File: src/rtl/io_config.svh
`ifndef IO_CONFIG_SVH
`define IO_CONFIG_SVH

// Data memory geometry
`define DMEM_WORDS 1024		// Depth in 32-bit words
`define DMEM_AW 10			// Word address width

// UART dump engine
`define DUMP_WORDS 8		// Words per dump, counted from address 0
`define CLKS_PER_BIT 8		// Clock cycles per serial bit

// Push button conditioning
`define DEBOUNCE_CYCLES 16	// Cycles a new level must hold before it is taken

`endif

File: src/rtl/btn_debounce.sv
`include "io_config.svh"

module btn_debounce (
	input  logic       CLK,
	input  logic       rst_n,
	input  logic [3:0] btn,
	output logic [3:0] db_btn
);

	localparam int CNT_W = $clog2(`DEBOUNCE_CYCLES + 1);

	logic [3:0]       sync_q1;	// First synchronizer stage, may be metastable
	logic [3:0]       sync_q2;	// Second stage
	logic [CNT_W-1:0] cnt [4];	// Stability counter per channel

	// The stable value only flips after the synchronized input
	// has disagreed with it for the full count
	always_ff @(posedge CLK or negedge rst_n) begin
		if (!rst_n) begin
			sync_q1 <= '0;
			sync_q2 <= '0;
			db_btn  <= '0;
			for (int i = 0; i < 4; i++) begin
				cnt[i] <= '0;
			end
		end else begin
			sync_q1 <= btn;
			sync_q2 <= sync_q1;
			for (int i = 0; i < 4; i++) begin
				if (sync_q2[i] == db_btn[i]) begin
					cnt[i] <= '0;							// Bounce back, start over
				end else if (cnt[i] == CNT_W'(`DEBOUNCE_CYCLES - 1)) begin
					db_btn[i] <= sync_q2[i];				// Held long enough
					cnt[i]    <= '0;
				end else begin
					cnt[i] <= cnt[i] + 1'b1;
				end
			end
		end
	end

endmodule

File: config.mk
export PLATFORM = sky130hd
export DESIGN_NAME = btn_debounce
export DESIGN_NICKNAME = d
export VERILOG_FILES = /design/src/rtl/btn_debounce.sv
export VERILOG_INCLUDE_DIRS = /design/src /design/src/rtl
export SDC_FILE = /design/constraint.sdc
export NUM_CORES = 1
export LEC_CHECK = 0
export ABC_AREA = 1
export BUFFER_PORTS_ARGS = -buffer_cell sky130_fd_sc_hd__buf_4
export CAP_MARGIN = 0
export CORE_MARGIN = 1
export CORE_UTILIZATION = 30
export CTS_CLUSTER_DIAMETER = 40
export DETAILED_ROUTE_END_ITERATION = 10
export GPL_TIMING_DRIVEN = 0
export PLACE_DENSITY_LB_ADDON = 0.15
export SETUP_SLACK_MARGIN = 0.15
export SLEW_MARGIN = 25
export SYNTH_ARGS = -nofsm -noshare
export SYNTH_HDL_FRONTEND = slang
export SYNTH_SLANG_ARGS = --single-unit
File: constraint.sdc
create_clock -name CLK -period 1.42 [get_ports CLK]
set_input_delay 0.284 -clock CLK [delete_from_list [all_inputs] [get_ports CLK]]
set_output_delay 0.284 -clock CLK [all_outputs]
set_load 0.01 [all_outputs]
==> metrics.yaml <==
first_pass_iters: 4
ios: 10
synth-seq-area-share_pct: 62.0
track_usage_pct: 11.2
fin_crit_ns: 1.12
path_clk_slew_ns: 0.06
place_ws_ns: 0.365
powerDensity_mw_per_mm2: 1170
finalSetupViolCount: 0
syn_area_per_cell_sq_um: 9.22
antenna_found_initial: 0
grt_max_degree: 33
place_congestion: 0.705
synth_nets: 150
dp_cells: 199
path_cells: "buf_4"
dieHeight_um: 67.6
ir_drop_uv: 627
holdWs_ns: 0.114
critPathLaunchType: "flip-flop"
grt_pass1_vias: 833
max_freq_ghz: 0.891
drive_gt1_share_pct: 9.49
placed_cell_area_sq_mm: 0.00142
fp.coreArea_sq_mm: 0.00406
cts_buffers: 5
wl_per_cell_um: 9.65
fill_cells: 413
cp.required_ns: 1.14
cts_tree: "built"
clockBufferDepth: 2
grt_pass1_wl_mm: 3.53
final_cell_area_sq_mm: 0.00152
clock_latency_ns: 0.27
critPathSlowestCell: "dfrtp_1"
hpwl_mm: 1.37
synth_cells: 140
initial_core_util_pct: 31.8
cp_top_family: "flip-flops"
setup_tns_ns: 0
cp.arrival_ns: 0.84
whs_path_depth: 1
timing.final.crit_share_pct: 79.1
placementRows: 23
fin_nets: 167
layout_common_cells: "nand2_1, nor2_1, dfrtp_1"
worst_slew_margin_rel_pct: 73.5
n_antenna_cell: 0
area_growth_pct: 17.8
outcome: "finished, final reports clean"
crit_buf_inv: 1
worst_pin_slew_ns: 0.398
die_w_um: 67.6
cap_viol_max_count: 0
slew_violations: 0
max_stage_delay_ns: 0.41
cp_max_fo: 4
cp_num_cells: 1
yosysUniqueCellTypes: 8
rsz0062_at_grt: "no"
die_area_sq_mm: 0.00457
final_hold_viol_count: 0
cts.sinks: 32
globalRouteOverflowTotal: 0
yosysWarnings: 0
viasPerCell: 4.27
wirelength_mm: 2.01
htree_levels: 2
leakage_nw: 0.786
synth-seq-cells: 32
drtIter0Drc: 16
holdCritPathClass: "in -> reg"
endpoint_kind: "output port"
cts_root_buf: "clkbuf_8"
vias: 889
final_cells: 208
mostFrequentLayoutCell: "nand2_1"
syn_area_sq_mm: 0.00129
layout_setup_ws_ns: 0.297
drc_errors: 0
fin_worst_skew_ns: 0.00606
port_buffers: 9
ant_nets: 0
worstSetupPathType: "reg -> out"
rr_worst_depth: 4
==> final timing paths <==
check	slack, ns	start	endpoint
worst min-delay path	0.11	btn[2]	sync_q1[2]
worst max-delay path	0.30	db_btn[1]	db_btn[1]
min in group asynchronous	0.48	rst_n	cnt[0]
worst max register to register	0.34	cnt[5]	cnt[5]
worst min register to register	0.35	sync_q1[1]	sync_q2[1]
max in group asynchronous	0.65	rst_n	db_btn[3]
==> cell usage after synthesis <==
| master | instances | share of area (%) |
|---|---|---|
| xnor2_1 | 4 | 2.7 |
| inv_1 | 17 | 4.9 |
| nand2_1 | 35 | 10 |
| nand3_1 | 8 | 3.1 |
| nor2_1 | 32 | 9.3 |
| dfrtp_1 | 32 | 62 |
| ha_1 | 4 | 3.9 |
| nand4_1 | 8 | 3.9 |
==> power breakdown <==
group          switching, mW  internal [mW]  leakage, nW
combinational         0.0563         0.0430        0.322
clock                  0.301          0.395       0.0455
sequential            0.0345          0.951        0.418
==> layout make-up <==
cell class,count,area (sq um),share of cell area (%)
multi-input cells,91,427,28.0
inverters,17,63.8,4.19
well taps,50,62.6,4.11
repair buffers,10,77.6,5.10
flip-flops and latches,32,801,52.6
clock buffers,8,90.1,5.92
==> layer usage <==
metal	global-route usage (%)	up-vias	routed length (um)
met5	0	-	0
met4	7.18	0	36
met1	13.5	404	984
met3	5.57	4	90
met2	15.5	13	895
li1	-	468	-
==> registers in the layout, indices dropped and copies added, names as in the netlist <==
signal	cells
sync_q1	4
db_btn	4
cnt	20
sync_q2	4
==> logic make-up (layout without fill, tap and decap cells) <==
| family | count (synthesis) | after routing | synth area share (%) |
|---|---|---|---|
| xor+xnor | 4 | 4 | 2.71 |
| fa+ha+maj | 4 | 4 | 3.88 |
| buf+inv | 17 | 35 | 4.94 |
| flops | 32 | 32 | 62.0 |
| simple gates | 83 | 83 | 26.5 |
==> per-stage QoR <==
stage	power, mW	util, %
finish	1.78	37.5
global route	1.89	37.5
CTS	1.83	37.5
detailed placement	1.10	35.0
global placement	1.10	35.0
floorplan	1.05	-
==> what timing repair did <==
action | in CTS | in global routing
hold endpoints to repair | 32 | 0
buffers inserted | 0 | 0
gates resized for setup | 0 | 0
hold buffers | 1 | 0
Power figures use the tool's default switching activity.
