$ cat config.mk
export PLATFORM = sky130hd
export DESIGN_NAME = dump_ctrl
export DESIGN_NICKNAME = d
export VERILOG_FILES = /design/src/rtl/io_pkg.sv /design/src/rtl/dump_ctrl.sv
export VERILOG_INCLUDE_DIRS = /design/src /design/src/rtl
export SDC_FILE = /design/constraint.sdc
export NUM_CORES = 1
export LEC_CHECK = 0
export ABC_AREA = 1
export BUFFER_PORTS_ARGS = -buffer_cell sky130_fd_sc_hd__buf_2
export CORE_MARGIN = 10
export CORE_UTILIZATION = 48
export DETAILED_ROUTE_END_ITERATION = 8
export PLACE_DENSITY = 0.76
export SKIP_LAST_GASP = 1
export SLEW_MARGIN = 20
export SYNTH_ARGS = -nofsm -noshare
export SYNTH_HDL_FRONTEND = slang
export SYNTH_SLANG_ARGS = --single-unit
export TNS_END_PERCENT = 100
$ cat constraint.sdc
create_clock -name CLK -period 2 [get_ports CLK]
set_input_delay 0.4 -clock CLK [delete_from_list [all_inputs] [get_ports CLK]]
set_output_delay 0.4 -clock CLK [all_outputs]
set_load 0.05 [all_outputs]
$ cat src/rtl/io_config.svh
`ifndef IO_CONFIG_SVH
`define IO_CONFIG_SVH

// Data memory geometry
`define DMEM_WORDS 1024		// Depth in 32-bit words
`define DMEM_AW 10			// Word address width

// UART dump engine
`define DUMP_WORDS 8		// Words per dump, counted from address 0
`define CLKS_PER_BIT 8		// Clock cycles per serial bit

// Push button conditioning
`define DEBOUNCE_CYCLES 16	// Cycles a new level must hold before it is taken

`endif

$ cat src/rtl/io_pkg.sv
`include "io_config.svh"

package io_pkg;

	// Dump controller states
	typedef enum logic [2:0] {
		IDLE,		// Waiting for a button 0 press
		READ,		// Memory read issued
		LOAD,		// Word arrives from memory
		SEND,		// Start strobe towards the UART
		WAIT_TX,	// Frame in flight
		NEXT		// Advance byte or word
	} dump_state_e;

	// Core side write into data memory
	typedef struct packed {
		logic                we;		// Write strobe
		logic [3:0]          be;		// Byte enables, bit 0 is the low byte
		logic [`DMEM_AW-1:0] addr;		// Word address
		logic [31:0]         data;
	} mem_wr_t;

	// Byte request from the dump controller to the transmitter
	typedef struct packed {
		logic       start;		// One cycle strobe
		logic [7:0] data;		// Byte to serialize
	} tx_req_t;

endpackage

$ cat src/rtl/dump_ctrl.sv
`include "io_config.svh"

module dump_ctrl (
	input  logic                CLK,
	input  logic                rst_n,
	input  logic                trig,
	output logic                rd_en,
	output logic [`DMEM_AW-1:0] rd_addr,
	input  logic [31:0]         rd_data,
	output io_pkg::tx_req_t     tx_req,
	input  logic                tx_busy,
	output logic                dump_busy
);

	import io_pkg::*;

	dump_state_e         state;
	logic                trig_q;		// Previous trig for edge detect
	logic                trig_rise;
	logic [`DMEM_AW-1:0] word_addr;		// Word being dumped
	logic [1:0]          byte_cnt;		// Byte within the word
	logic [31:0]         shifter;		// Word split into bytes, low first
	logic                last_word;

	assign trig_rise = trig & ~trig_q;
	assign last_word = (word_addr == `DMEM_AW'(`DUMP_WORDS - 1));

	always_ff @(posedge CLK or negedge rst_n) begin
		if (!rst_n) begin
			trig_q <= 1'b0;
		end else begin
			trig_q <= trig;		// Runs in every state so presses mid dump are lost
		end
	end

	always_ff @(posedge CLK or negedge rst_n) begin
		if (!rst_n) begin
			state     <= IDLE;
			word_addr <= '0;
			byte_cnt  <= '0;
		end else begin
			case (state)
				IDLE: begin
					if (trig_rise) begin
						state     <= READ;
						word_addr <= '0;	// Dump always starts at address 0
					end
				end
				READ:    state <= LOAD;		// Data valid one cycle later
				LOAD: begin
					state    <= SEND;
					byte_cnt <= '0;
				end
				SEND:    state <= WAIT_TX;
				WAIT_TX: begin
					// Busy is already up on the first cycle here
					if (!tx_busy) begin
						state <= NEXT;
					end
				end
				NEXT: begin
					if (byte_cnt != 2'd3) begin
						byte_cnt <= byte_cnt + 1'b1;
						state    <= SEND;
					end else if (last_word) begin
						state <= IDLE;
					end else begin
						word_addr <= word_addr + 1'b1;
						state     <= READ;
					end
				end
				default: state <= IDLE;
			endcase
		end
	end

	// Byte shifter
	always_ff @(posedge CLK) begin
		if (state == LOAD) begin
			shifter <= rd_data;
		end else if (state == NEXT) begin
			shifter <= {8'h00, shifter[31:8]};
		end
	end

	assign rd_en        = (state == READ);
	assign rd_addr      = word_addr;
	assign tx_req.start = (state == SEND);	// Only reached with the UART idle
	assign tx_req.data  = shifter[7:0];
	assign dump_busy    = (state != IDLE);

endmodule

==> metrics <==
status=complete, but fails checks; failing checks=negative hold slack; post-route fraction of the period consumed by the critical path=84.3%; global route total overflow=0; Die Span X=90.6 um; number of buffers created by CTS=5; area leader, netlist=edfxtp_1; time the worst path needs with I/O delays and setup=1.69 ns; synthesized cell area=0.00239 mm2; number of rows created at floorplan=25; Synthesis Warnings=0; Worst Hold Margin=-0.00156 ns; kind of path behind the tightest hold check=primary input to async pin; sum of negative setup slack=0 ns; predominant post-synthesis flop cell=edfxtp_1; die height=between 90 and 100 um; layout net count=between 300 and 400; Area Growth Syn to Fin=15.8%; initial antenna violation count=0; post-cts resize count=0; Worst R2R End=rd_addr[6]; register-to-register path setup slack=0.42 ns; Max Buffers Root-to-Sink=2; number of cells on the worst reg-to-reg path=8; largest net degree at the start of global routing=33; Crit Path Class=flip-flop to output port; synth unique cells=28; data arrival time at the worst-slack endpoint=1.29 ns; placeable core region=0.00479 mm2; Final Slew Violations=0; Final Hold Vio Count=5; Fmax=0.593 GHz; clock tree from TritonCTS=built; nature of the critical path endpoint=output port; number of antenna-violating nets in the routed design=0; standby leakage power=1.37 nW; routed wire length=4.75 mm; register bit total from synthesis=48; clock latency at the later pin of the worst-skew pair=0.30 ns; list of cells traversed by the critical path=inv_2 > nand2_1 > nor2_1 > buf_2; DRC violation count after routing=0; pwr/cell area=1400 mW/mm2; ant diodes=0; sequential-to-total area share from yosys stat=a little under three fifths; dpl hpwl=3.51 mm; total via count in the routed design=1767; slowest stage cell, crit path=dfrtp_1; start of the worst register-to-register path=rd_addr[0]; total of max-cap violations=0; Max VDD drop=0.662 mV; htree depth=2; measured slew at the worst slew-check pin=around 0.36 ns; CTS Root Cell=clkbuf_8; average wire length per cell after detail routing=12.4 um; Post-CTS Hold Fix Bufs=0; EDFF count, synth=32; wire length of the first global-routing pass=just under 8 mm; launching element type of the critical path=flip-flop; Total Die Area=0.00821 mm2; post-synth net total=301; PnR Total Power=between 3 and 4 mW; proportion of synthesized flip-flops having asynchronous set or reset=33.3%; number of fill cells=between 400 and 500; count of final setup violators=0; post-synth top area share=40.1%; Iteration-0 DRC Markers=75; CP peak stage delay=0.44 ns; Ports=57; Post-Syn Area per Cell=9.10 um2; Crit. Startpoint=state[2]; top fanout value on the critical path=5; skew final=0.00514 ns; via/cell ratio=4.63; global-route usage over all layers=11.5%; post-CTS repair timing setup buffer count=0; TritonCTS sink count=48; number of iterations in the first detailed-routing pass=4; Max-slew headroom=76.3%; Critical Path RT=1.60 ns; Cells after Synth=263; I/O Buffers=56; weighted congestion reported at the end of routability-driven placement=0.879; Synth area leaders=edfxtp_1 (40%), dfrtp_1 (17%), nand2_1 (16%); via count of the first global-routing pass=1767; CTS clk-pin slew, worst paths=0.08 ns; RSZ-0062 raised after global routing=no; fraction of layout instances using a drive strength above 1=29.2%; initial core utilization=50.0%
==> flip-flops by register name (all words and copies together) (netlist names) <==
signal,cells
shifter,32
rd_addr,10
state,3
byte_cnt,2
trig_q,1
==> report_power, final <==
group	leakage, nW	total (mW)	switching (mW)	internal (mW)
logic	0.809	1.61	1.19	0.423
clock network	0.0400	0.544	0.307	0.237
registers	0.518	1.72	0.124	1.59
total	1.37	3.88	1.62	2.25
==> worst max-delay path by stage <==
stage	to	slack, ns	cells past startpoint
floorplan	shifter[0]	0.18	6
global placement	rd_addr[6]	0.56	8
detailed placement	rd_addr[6]	0.41	8
CTS	tx_req[8]	0.30	4
global route	tx_req[8]	0.23	4
finish	tx_req[8]	0.31	4
==> critical path: cells and delay by family (launching register included) <==
kind | cells | cell delay (ns)
AND/OR/NAND/NOR | 2 | 0.17
buffers and inverters | 2 | 0.38
flip-flops | 1 | 0.44
==> placed cells by master (no fill, tap or decap) <==
master and instances:
buf_4 2, nor2_4 1, o31ai_1 1, xor2_1 2
nand2_1 103, or2_2 1, nand4_1 4, nand2_4 1
nand2_2 6, nor2_1 22, dfrtp_1 16, clkbuf_8 5
o21ai_0 5, nor2_2 2, clkinv_2 1, xnor2_1 2
o21ai_1 1, nand2_8 1, buf_2 56, clkinvlp_4 1
a22o_1 1, edfxtp_1 32, inv_1 19, ha_1 2
a21oi_1 1, buf_12 1, nand3_2 2, inv_2 7
o21ai_2 5, nand3_1 11, o221ai_1 1
==> through the flow <==
stage | hold slack, ns | setup slack, ns | std cells | cell area (um2) | util (%)
after global routing | 0.0257 | 0.227 | 382 | 2770 | 57.9
after floorplan | 0.104 | 0.178 | 263 | 2400 | -
final | -0.00156 | 0.313 | 382 | 2770 | 57.9
after detailed placement | 0.334 | 0.411 | 375 | 2690 | 56.2
after CTS | 0.00509 | 0.296 | 382 | 2770 | 57.9
after global placement | 0.334 | 0.562 | 375 | 2690 | 56.2
==> layer usage <==
metal  vias up  GRT usage (%)  wire length, um  share of wire (%)
met5         -              0                0                  0
met4         0           5.84              105                2.2
met3        10           3.74              280                5.9
met2        39           20.0             2410                 51
met1       788           12.0             1960                 41
li1        930              -                -                  -
==> cells in the mapped netlist, types with 4 or more instances <==
master / instances
inv_2: 7
buf_4: 8
inv_1: 19
buf_2: 5
nand2_2: 5
o21ai_2: 5
edfxtp_1: 32
nand2_1: 104
o21ai_0: 5
nor2_1: 22
nand3_1: 11
nand4_1: 4
dfrtp_1: 16
==> final cells by class <==
class	instances	area [um2]	area share, %
Timing Repair Buffer	59	315	11.4
Inverter	26	97.6	3.52
Tap cell	67	83.8	3.02
Sequential cell	48	1360	49.1
Multi-Input combinational cell	175	832	30.0
Clock buffer	5	68.8	2.48
Clock inverter	2	12.5	0.451
==> kinds of logic after synthesis <==
| group | after synthesis | share of synthesized area (%) |
|---|---|---|
| adder cells (fa/ha/maj) | 2 | 1.05 |
| AND/OR/NAND/NOR | 154 | 27.8 |
| AO/OA/AOI/OAI | 15 | 4.34 |
| flip-flops | 48 | 56.9 |
| XOR/XNOR | 4 | 1.46 |
| buffers and inverters | 40 | 8.47 |
Note: power is estimated with default switching activity, not from simulation.
