**config.mk**
```make
export PLATFORM = sky130hd
export DESIGN_NAME = uart_tx
export DESIGN_NICKNAME = d
export VERILOG_FILES = /design/src/rtl/io_pkg.sv /design/src/rtl/uart_tx.sv
export VERILOG_INCLUDE_DIRS = /design/src /design/src/rtl
export SDC_FILE = /design/constraint.sdc
export NUM_CORES = 1
export LEC_CHECK = 0
export ABC_AREA = 1
export BUFFER_PORTS_ARGS = -buffer_cell sky130_fd_sc_hd__buf_2
export CORE_ASPECT_RATIO = 0.5
export CORE_UTILIZATION = 25
export CTS_BUF_LIST = sky130_fd_sc_hd__clkbuf_4 sky130_fd_sc_hd__clkbuf_8 sky130_fd_sc_hd__clkbuf_16
export DETAILED_ROUTE_END_ITERATION = 16
export RECOVER_POWER = 25
export SLEW_MARGIN = 10
export SYNTH_ARGS = -nofsm -noshare
export SYNTH_HDL_FRONTEND = slang
export SYNTH_SLANG_ARGS = --single-unit
```
**constraint.sdc**
```tcl
create_clock -name CLK -period 1.5 [get_ports CLK]
set_input_delay 0.3 -clock CLK [delete_from_list [all_inputs] [get_ports CLK]]
set_output_delay 0.3 -clock CLK [all_outputs]
set_load 0.1 [all_outputs]
```
**src/rtl/io_config.svh**
```systemverilog
`ifndef IO_CONFIG_SVH
`define IO_CONFIG_SVH

// Data memory geometry
`define DMEM_WORDS 1024		// Depth in 32-bit words
`define DMEM_AW 10			// Word address width

// UART dump engine
`define DUMP_WORDS 8		// Words per dump, counted from address 0
`define CLKS_PER_BIT 8		// Clock cycles per serial bit

// Push button conditioning
`define DEBOUNCE_CYCLES 16	// Cycles a new level must hold before it is taken

`endif

```
**src/rtl/io_pkg.sv**
```systemverilog
`include "io_config.svh"

package io_pkg;

	// Dump controller states
	typedef enum logic [2:0] {
		IDLE,		// Waiting for a button 0 press
		READ,		// Memory read issued
		LOAD,		// Word arrives from memory
		SEND,		// Start strobe towards the UART
		WAIT_TX,	// Frame in flight
		NEXT		// Advance byte or word
	} dump_state_e;

	// Core side write into data memory
	typedef struct packed {
		logic                we;		// Write strobe
		logic [3:0]          be;		// Byte enables, bit 0 is the low byte
		logic [`DMEM_AW-1:0] addr;		// Word address
		logic [31:0]         data;
	} mem_wr_t;

	// Byte request from the dump controller to the transmitter
	typedef struct packed {
		logic       start;		// One cycle strobe
		logic [7:0] data;		// Byte to serialize
	} tx_req_t;

endpackage

```
**src/rtl/uart_tx.sv**
```systemverilog
`include "io_config.svh"

module uart_tx (
	input  logic            CLK,
	input  logic            rst_n,
	input  io_pkg::tx_req_t req,
	output logic            tx,
	output logic            busy
);

	localparam int CLK_W = $clog2(`CLKS_PER_BIT);

	logic [9:0]       frame;	// Stop, data LSB first, start in bit 0
	logic [CLK_W-1:0] clk_cnt;	// Position inside the current bit
	logic [3:0]       bit_cnt;	// Bits already sent
	logic             bit_end;	// Last cycle of a bit period

	assign bit_end = (clk_cnt == CLK_W'(`CLKS_PER_BIT - 1));

	always_ff @(posedge CLK or negedge rst_n) begin
		if (!rst_n) begin
			busy    <= 1'b0;
			clk_cnt <= '0;
			bit_cnt <= '0;
		end else if (!busy) begin
			if (req.start) begin
				busy    <= 1'b1;	// Frame begins next cycle
				clk_cnt <= '0;
				bit_cnt <= '0;
			end
		end else if (bit_end) begin
			clk_cnt <= '0;
			bit_cnt <= bit_cnt + 1'b1;
			if (bit_cnt == 4'd9) begin
				busy <= 1'b0;		// Stop bit done
			end
		end else begin
			clk_cnt <= clk_cnt + 1'b1;
		end
	end

	// Frame shifter
	always_ff @(posedge CLK) begin
		if (!busy && req.start) begin
			frame <= {1'b1, req.data, 1'b0};
		end else if (busy && bit_end) begin
			frame <= {1'b1, frame[9:1]};	// Fill with idle level
		end
	end

	assign tx = busy ? frame[0] : 1'b1;	// Line idles high

endmodule

```
==> flow_metrics.tcl, run 1 <==
set metrics [dict create \
    status "finished, final reports clean" \
    num_vias 598 \
    clockBufferDepth 2 \
    p_leak_nw 0.492 \
    postSynthCellCount 86 \
    vias_per_cell 4.10 \
    start_util_pct 26.5 \
    max_cap_violations 0 \
    layout.nets 123 \
    clk_pin_slew_ns 0.06 \
    drc 0 \
    htreeDepth 1 \
    peakVddDrop_mv 0.404 \
    grt_usage_pct 9.59 \
    cts-buffers-inserted 3 \
    fmax_ghz 0.708 \
    crit_path_top_delay_cell "dfrtp_4" \
    fin_crit_sh_pct 94.1 \
    die_w_um 81.9 \
    synthesis.nets 102 \
    fin_area_um2 1030 \
    hpwlAfterDp_mm 1.05 \
    grt_pass1_wl_mm 2.37 \
    overflow 0 \
    clk_latency_ns 0.25 \
    core.rowCount 14 \
    tritoncts "done" \
    globalplace.congestion 0.692 \
    wl_mm 1.41 \
    endpoint_kind "output pin" \
    final-max-slew-violation-count 0 \
    ys_warn_count 0 \
    core_um2 3010 \
    dieArea_um2 3440 \
    drive_above_1_share_pct 23.6 \
    finalSetupViolCount 0 \
    nFillCells 311 \
    crit_path_start_kind "flop" \
    finalHoldViolations 0 \
    ys_types 18 \
    tns_ns 0 \
    multi_input_area_um2 314 \
    final.min_clock_period_ns 1.41 \
    antenna_left 0 \
    arrival_ns 1.11 \
    dpl_cell_area_um2 960 \
    syn_area_per_cell_um2 9.28 \
    relSlewSlack_pct 70.1 \
    worst-slew-pin-transition_ns 0.448 \
    grt_max_degree 12 \
    wl_per_cell_um 9.63 \
    critical_path.top_delay_family "flip-flops" \
    die-height_um 42.0 \
    power_density_nw_per_um2 1830 \
    cts_root_buffer "clkbuf_8" \
    crit_chain "inv_2, or2_4, buf_12" \
    finClkSkew_ns 0.00241 \
    netlist_area_um2 798 \
    port_buffers 12 \
    rsz0062_at_grt "no" \
    diodes 0 \
    io_pins 13 \
    ff_latch_area_um2 464 \
    path_buf_inv 2 \
    yosys_register_bits 17 \
    min-delay-path-class "input port to flop" \
    cpPeakStageDelay_ns 0.41 \
    synth_seq_area_share_pct 57.7 \
    path_class "flop to output pin" \
    first_pass_iters 4 \
    area_growth_pct 29.2 \
    cp.required_ns 1.20 \
    critPathMaxFanout 5 \
    first_global_vias 549 \
    antenna_found_initial 0 \
    drt-initial-drc-count 27 \
    clkSinkCount 17 \
]
## per-stage QoR
step	power (mW)	utilization, %	hold slack [ns]	cells	setup WS (ns)
6_report	1.89	34.2	0.318	146	0.0878
5_1_grt	2.05	34.2	0.325	146	0.0458
4_1_cts	1.91	34.1	0.315	146	0.0629
3_5_place_dp	1.54	31.9	0.153	140	0.101
3_3_place_gp	1.52	31.9	0.158	140	0.101
2_1_floorplan	1.31	-	0.00441	86	0.114
## cells by family after synthesis
family	count (synthesis)	synth area share, %
and+or+nand+nor	48	24.6
DFF	17	57.7
xor gates and xnor gates	1	1.10
buffers and inverters	8	3.92
adders and majority gates	5	7.84
AOI/OAI and AO/OA	7	4.86
## metal layers
layer  GRT usage, %  wire length, µm  up-vias
met5              0                0        -
met4           3.16                0        0
met3           3.96               41        0
met2           14.9              713        5
met1           12.0              651      274
li1               -                -      319
## cell usage in the layout, fill, tap and decap left out, types with 2 or more instances in the layout
master,synthesis,layout
buf_4,0,3
a21oi_1,3,3
nor2_1,5,5
buf_2,0,9
nand3_1,5,5
edfxtp_1,8,8
clkbuf_8,0,3
inv_2,2,2
ha_1,5,5
dfrtp_1,8,7
inv_1,5,5
nand2_1,34,34
buf_12,0,2
o21ai_0,2,2
## layout make-up
cell class,count,share of cell area (%)
Sequential cell,17,45.0
Tap cell,40,4.85
Inverter,8,3.16
Timing Repair Buffer,16,11.8
Multi-Input combinational cell,61,30.5
Clock buffer,4,4.73
## where the power goes
group          internal, mW  total, mW  switching [mW]
clock network         0.206      0.343           0.137
logic                 0.300      0.742           0.442
registers             0.689      0.804           0.115
## cell usage after synthesis (all sizes together)
cell type	count	share of area, %
a21oi	3	1.9
clkinv	1	0.63
dfrtp	8	25
dfxtp	1	2.5
edfxtp	8	30
ha	5	7.8
inv	7	3.3
nand2	36	18
nand3	5	3.1
nand4	1	0.78
nor2	5	2.4
o21a	1	0.94
o21ai	2	1.3
o22ai	1	0.78
or2	1	0.78
xnor2	1	1.1
## state kept, by name, indices dropped and copies added (netlist names)
name,flops
frame,9
bit_cnt,4
busy,1
clk_cnt,3
## timing repair
action	CTS	global route
setup buffers	1	0
pin swaps	0	0
gates resized for setup	0	2
setup endpoints to repair	1	6
hold buffers	1	0
gates cloned	0	0
endpoints found under the hold margin	8	0
## path summary, 6_finish.rpt
| check | from | to | slack (ns) | cells past startpoint |
|---|---|---|---|---|
| worst max-delay path | busy | tx | 0.09 | 3 |
| worst min-delay path | req[5] | frame[6] | 0.32 | 3 |
| worst max register to register | clk_cnt[0] | bit_cnt[2] | 0.13 | 7 |
| worst min register to register | clk_cnt[0] | clk_cnt[0] | 0.48 | 1 |
| max in group asynchronous | rst_n | busy | 0.65 | 2 |
| min in group asynchronous | rst_n | bit_cnt[0] | 0.50 | 2 |
## worst register-to-register path: stages (launching register included)
cell	delay, ns
dfrtp_1	0.39
ha_1	0.23
ha_1	0.22
nand2_2	0.12
nand2_4	0.12
inv_2	0.08
nand2_1	0.04
o21ai_0	0.08
Power figures use the tool's default switching activity.
==> run 2: changes to the inputs <==
Settings changed: CORE_ASPECT_RATIO 0.5 to 1.5.
==> flow_metrics.tcl, run 2 (synthesized netlist as in run 1, its figures left out) <==
set metrics [dict create \
    io_pins 13 \
    power_density_nw_per_um2 1830 \
    worst-path-stages 3 \
    grt_usage_pct 9.73 \
    antenna_found_initial 0 \
    cpPeakStageDelay_ns 0.41 \
    htreeDepth 1 \
    core_um2 2970 \
    reg_top3 "frame: 9 flops, bit_cnt: 4 flops, clk_cnt: 3 flops" \
    first_global_vias 557 \
    peakVddDrop_mv 0.933 \
    crit_path_top_delay_cell "dfrtp_4" \
    multi_input_area_um2 309 \
    status "finished, final reports clean" \
    whs_path_depth 3 \
    final-max-slew-violation-count 0 \
    min-delay-path-class "input port to flop" \
    clk_latency_ns 0.25 \
    die-height_um 71.2 \
    clkSinkCount 17 \
    critical_path.top_delay_family "flip-flops" \
    finalSetupViolCount 0 \
    path_class "flop to output pin" \
    layout_common_cells "nand2_1 (34), buf_2 (9), edfxtp_1 (8), dfrtp_1 (7)" \
    grt_pass1_wl_mm 2.24 \
    crit_chain "inv_2, or2_4, buf_12" \
    path_buf_inv 2 \
    critPathMaxFanout 5 \
    globalplace.congestion 0.663 \
    layout_commonest_cell "nand2_1" \
    clockBufferDepth 2 \
    largest_register_ffs 9 \
    fin_crit_sh_pct 94.6 \
    vias_per_cell 4.23 \
    dieArea_um2 3430 \
    drc 0 \
    setup_ws_ns 0.0808 \
    max_cap_violations 0 \
    nFillCells 306 \
    finalHoldViolations 0 \
    finClkSkew_ns 0.00304 \
    tns_ns 0 \
    die_w_um 48.1 \
    fmax_ghz 0.705 \
    reg2reg_depth 7 \
    wl_per_cell_um 9.40 \
    layout.nets 123 \
    place_inst 139 \
    clk_pin_slew_ns 0.06 \
    fin_area_um2 1020 \
    area_growth_pct 28.4 \
    cts-buffers-inserted 3 \
    whs_ns 0.320 \
    antenna_left 0 \
    overflow 0 \
    hpwlAfterDp_mm 1.06 \
    final.min_clock_period_ns 1.42 \
    core.rowCount 24 \
    relSlewSlack_pct 70.4 \
    endpoint_kind "output pin" \
    port_buffers 12 \
    cts_root_buffer "clkbuf_8" \
    drive_above_1_share_pct 23.6 \
    tritoncts "done" \
    crit_path_start_kind "flop" \
    dpl_cell_area_um2 958 \
    largest-register "frame" \
    place_ws_ns 0.0883 \
    fin_cells 145 \
    cp.required_ns 1.20 \
    worst-slew-pin-transition_ns 0.444 \
    num_vias 613 \
    arrival_ns 1.12 \
    p_leak_nw 0.491 \
    rsz0062_at_grt "no" \
    r2r_setup_slack_ns 0.10 \
    first_pass_iters 4 \
    start_util_pct 26.9 \
    diodes 0 \
    grt_max_degree 12 \
    wl_mm 1.36 \
    ff_latch_area_um2 464 \
    drt-initial-drc-count 5 \
]
[run 2: report_power, final]
part	leakage [nW]	switching, mW	total, mW	internal, mW
Sequential	0.178	0.108	0.796	0.689
Combinational	0.287	0.436	0.728	0.292
Clock	0.0262	0.148	0.354	0.207
Total	0.491	0.692	1.88	1.19
[run 2: path summary, 6_finish.rpt]
check,from,to
setup / recovery,busy,tx
hold / removal,req[6],frame[7]
setup reg to reg,clk_cnt[0],bit_cnt[2]
hold reg to reg,clk_cnt[0],clk_cnt[0]
max in group asynchronous,rst_n,busy
min in group asynchronous,rst_n,bit_cnt[1]
[run 2: timing repair]
action / CTS / global route
hold endpoints to repair: 8 / 0
resized for setup: 0 / 1
setup buffers: 1 / 0
hold buffers: 1 / 0
setup endpoints to repair: 1 / 7
[run 2: layout make-up]
| type | count | share of cell area [%] |
|---|---|---|
| Sequential cell | 17 | 45.3 |
| Multi-Input combinational cell | 61 | 30.2 |
| Timing Repair Buffer | 16 | 11.8 |
| Clock buffer | 4 | 4.76 |
| Tap cell | 39 | 4.76 |
| Inverter | 8 | 3.17 |
[run 2: worst reg2reg max path: stages, from the launching register on]
cell,delay (ns)
dfrtp_1,0.39
ha_1,0.22
ha_1,0.20
nand2_2,0.11
nand2_2,0.18
inv_2,0.10
nand2_1,0.04
o21ai_0,0.07
[run 2: metrics by stage]
| stage | power (mW) | utilization (%) |
|---|---|---|
| after floorplan | 1.31 | - |
| after global placement | 1.51 | 32.2 |
| after detailed placement | 1.54 | 32.2 |
| after CTS | 1.91 | 34.5 |
| after global routing | 2.04 | 34.5 |
| final | 1.88 | 34.5 |
[run 2: routing by layer]
layer  track usage [%]  vias to the layer above  share of wire, %
li1                  -                      318                 -
met1              9.22                      271                43
met2              15.2                       19                47
met3              3.83                        5               5.5
met4              8.33                        0               3.9
met5                 0                        -                 0
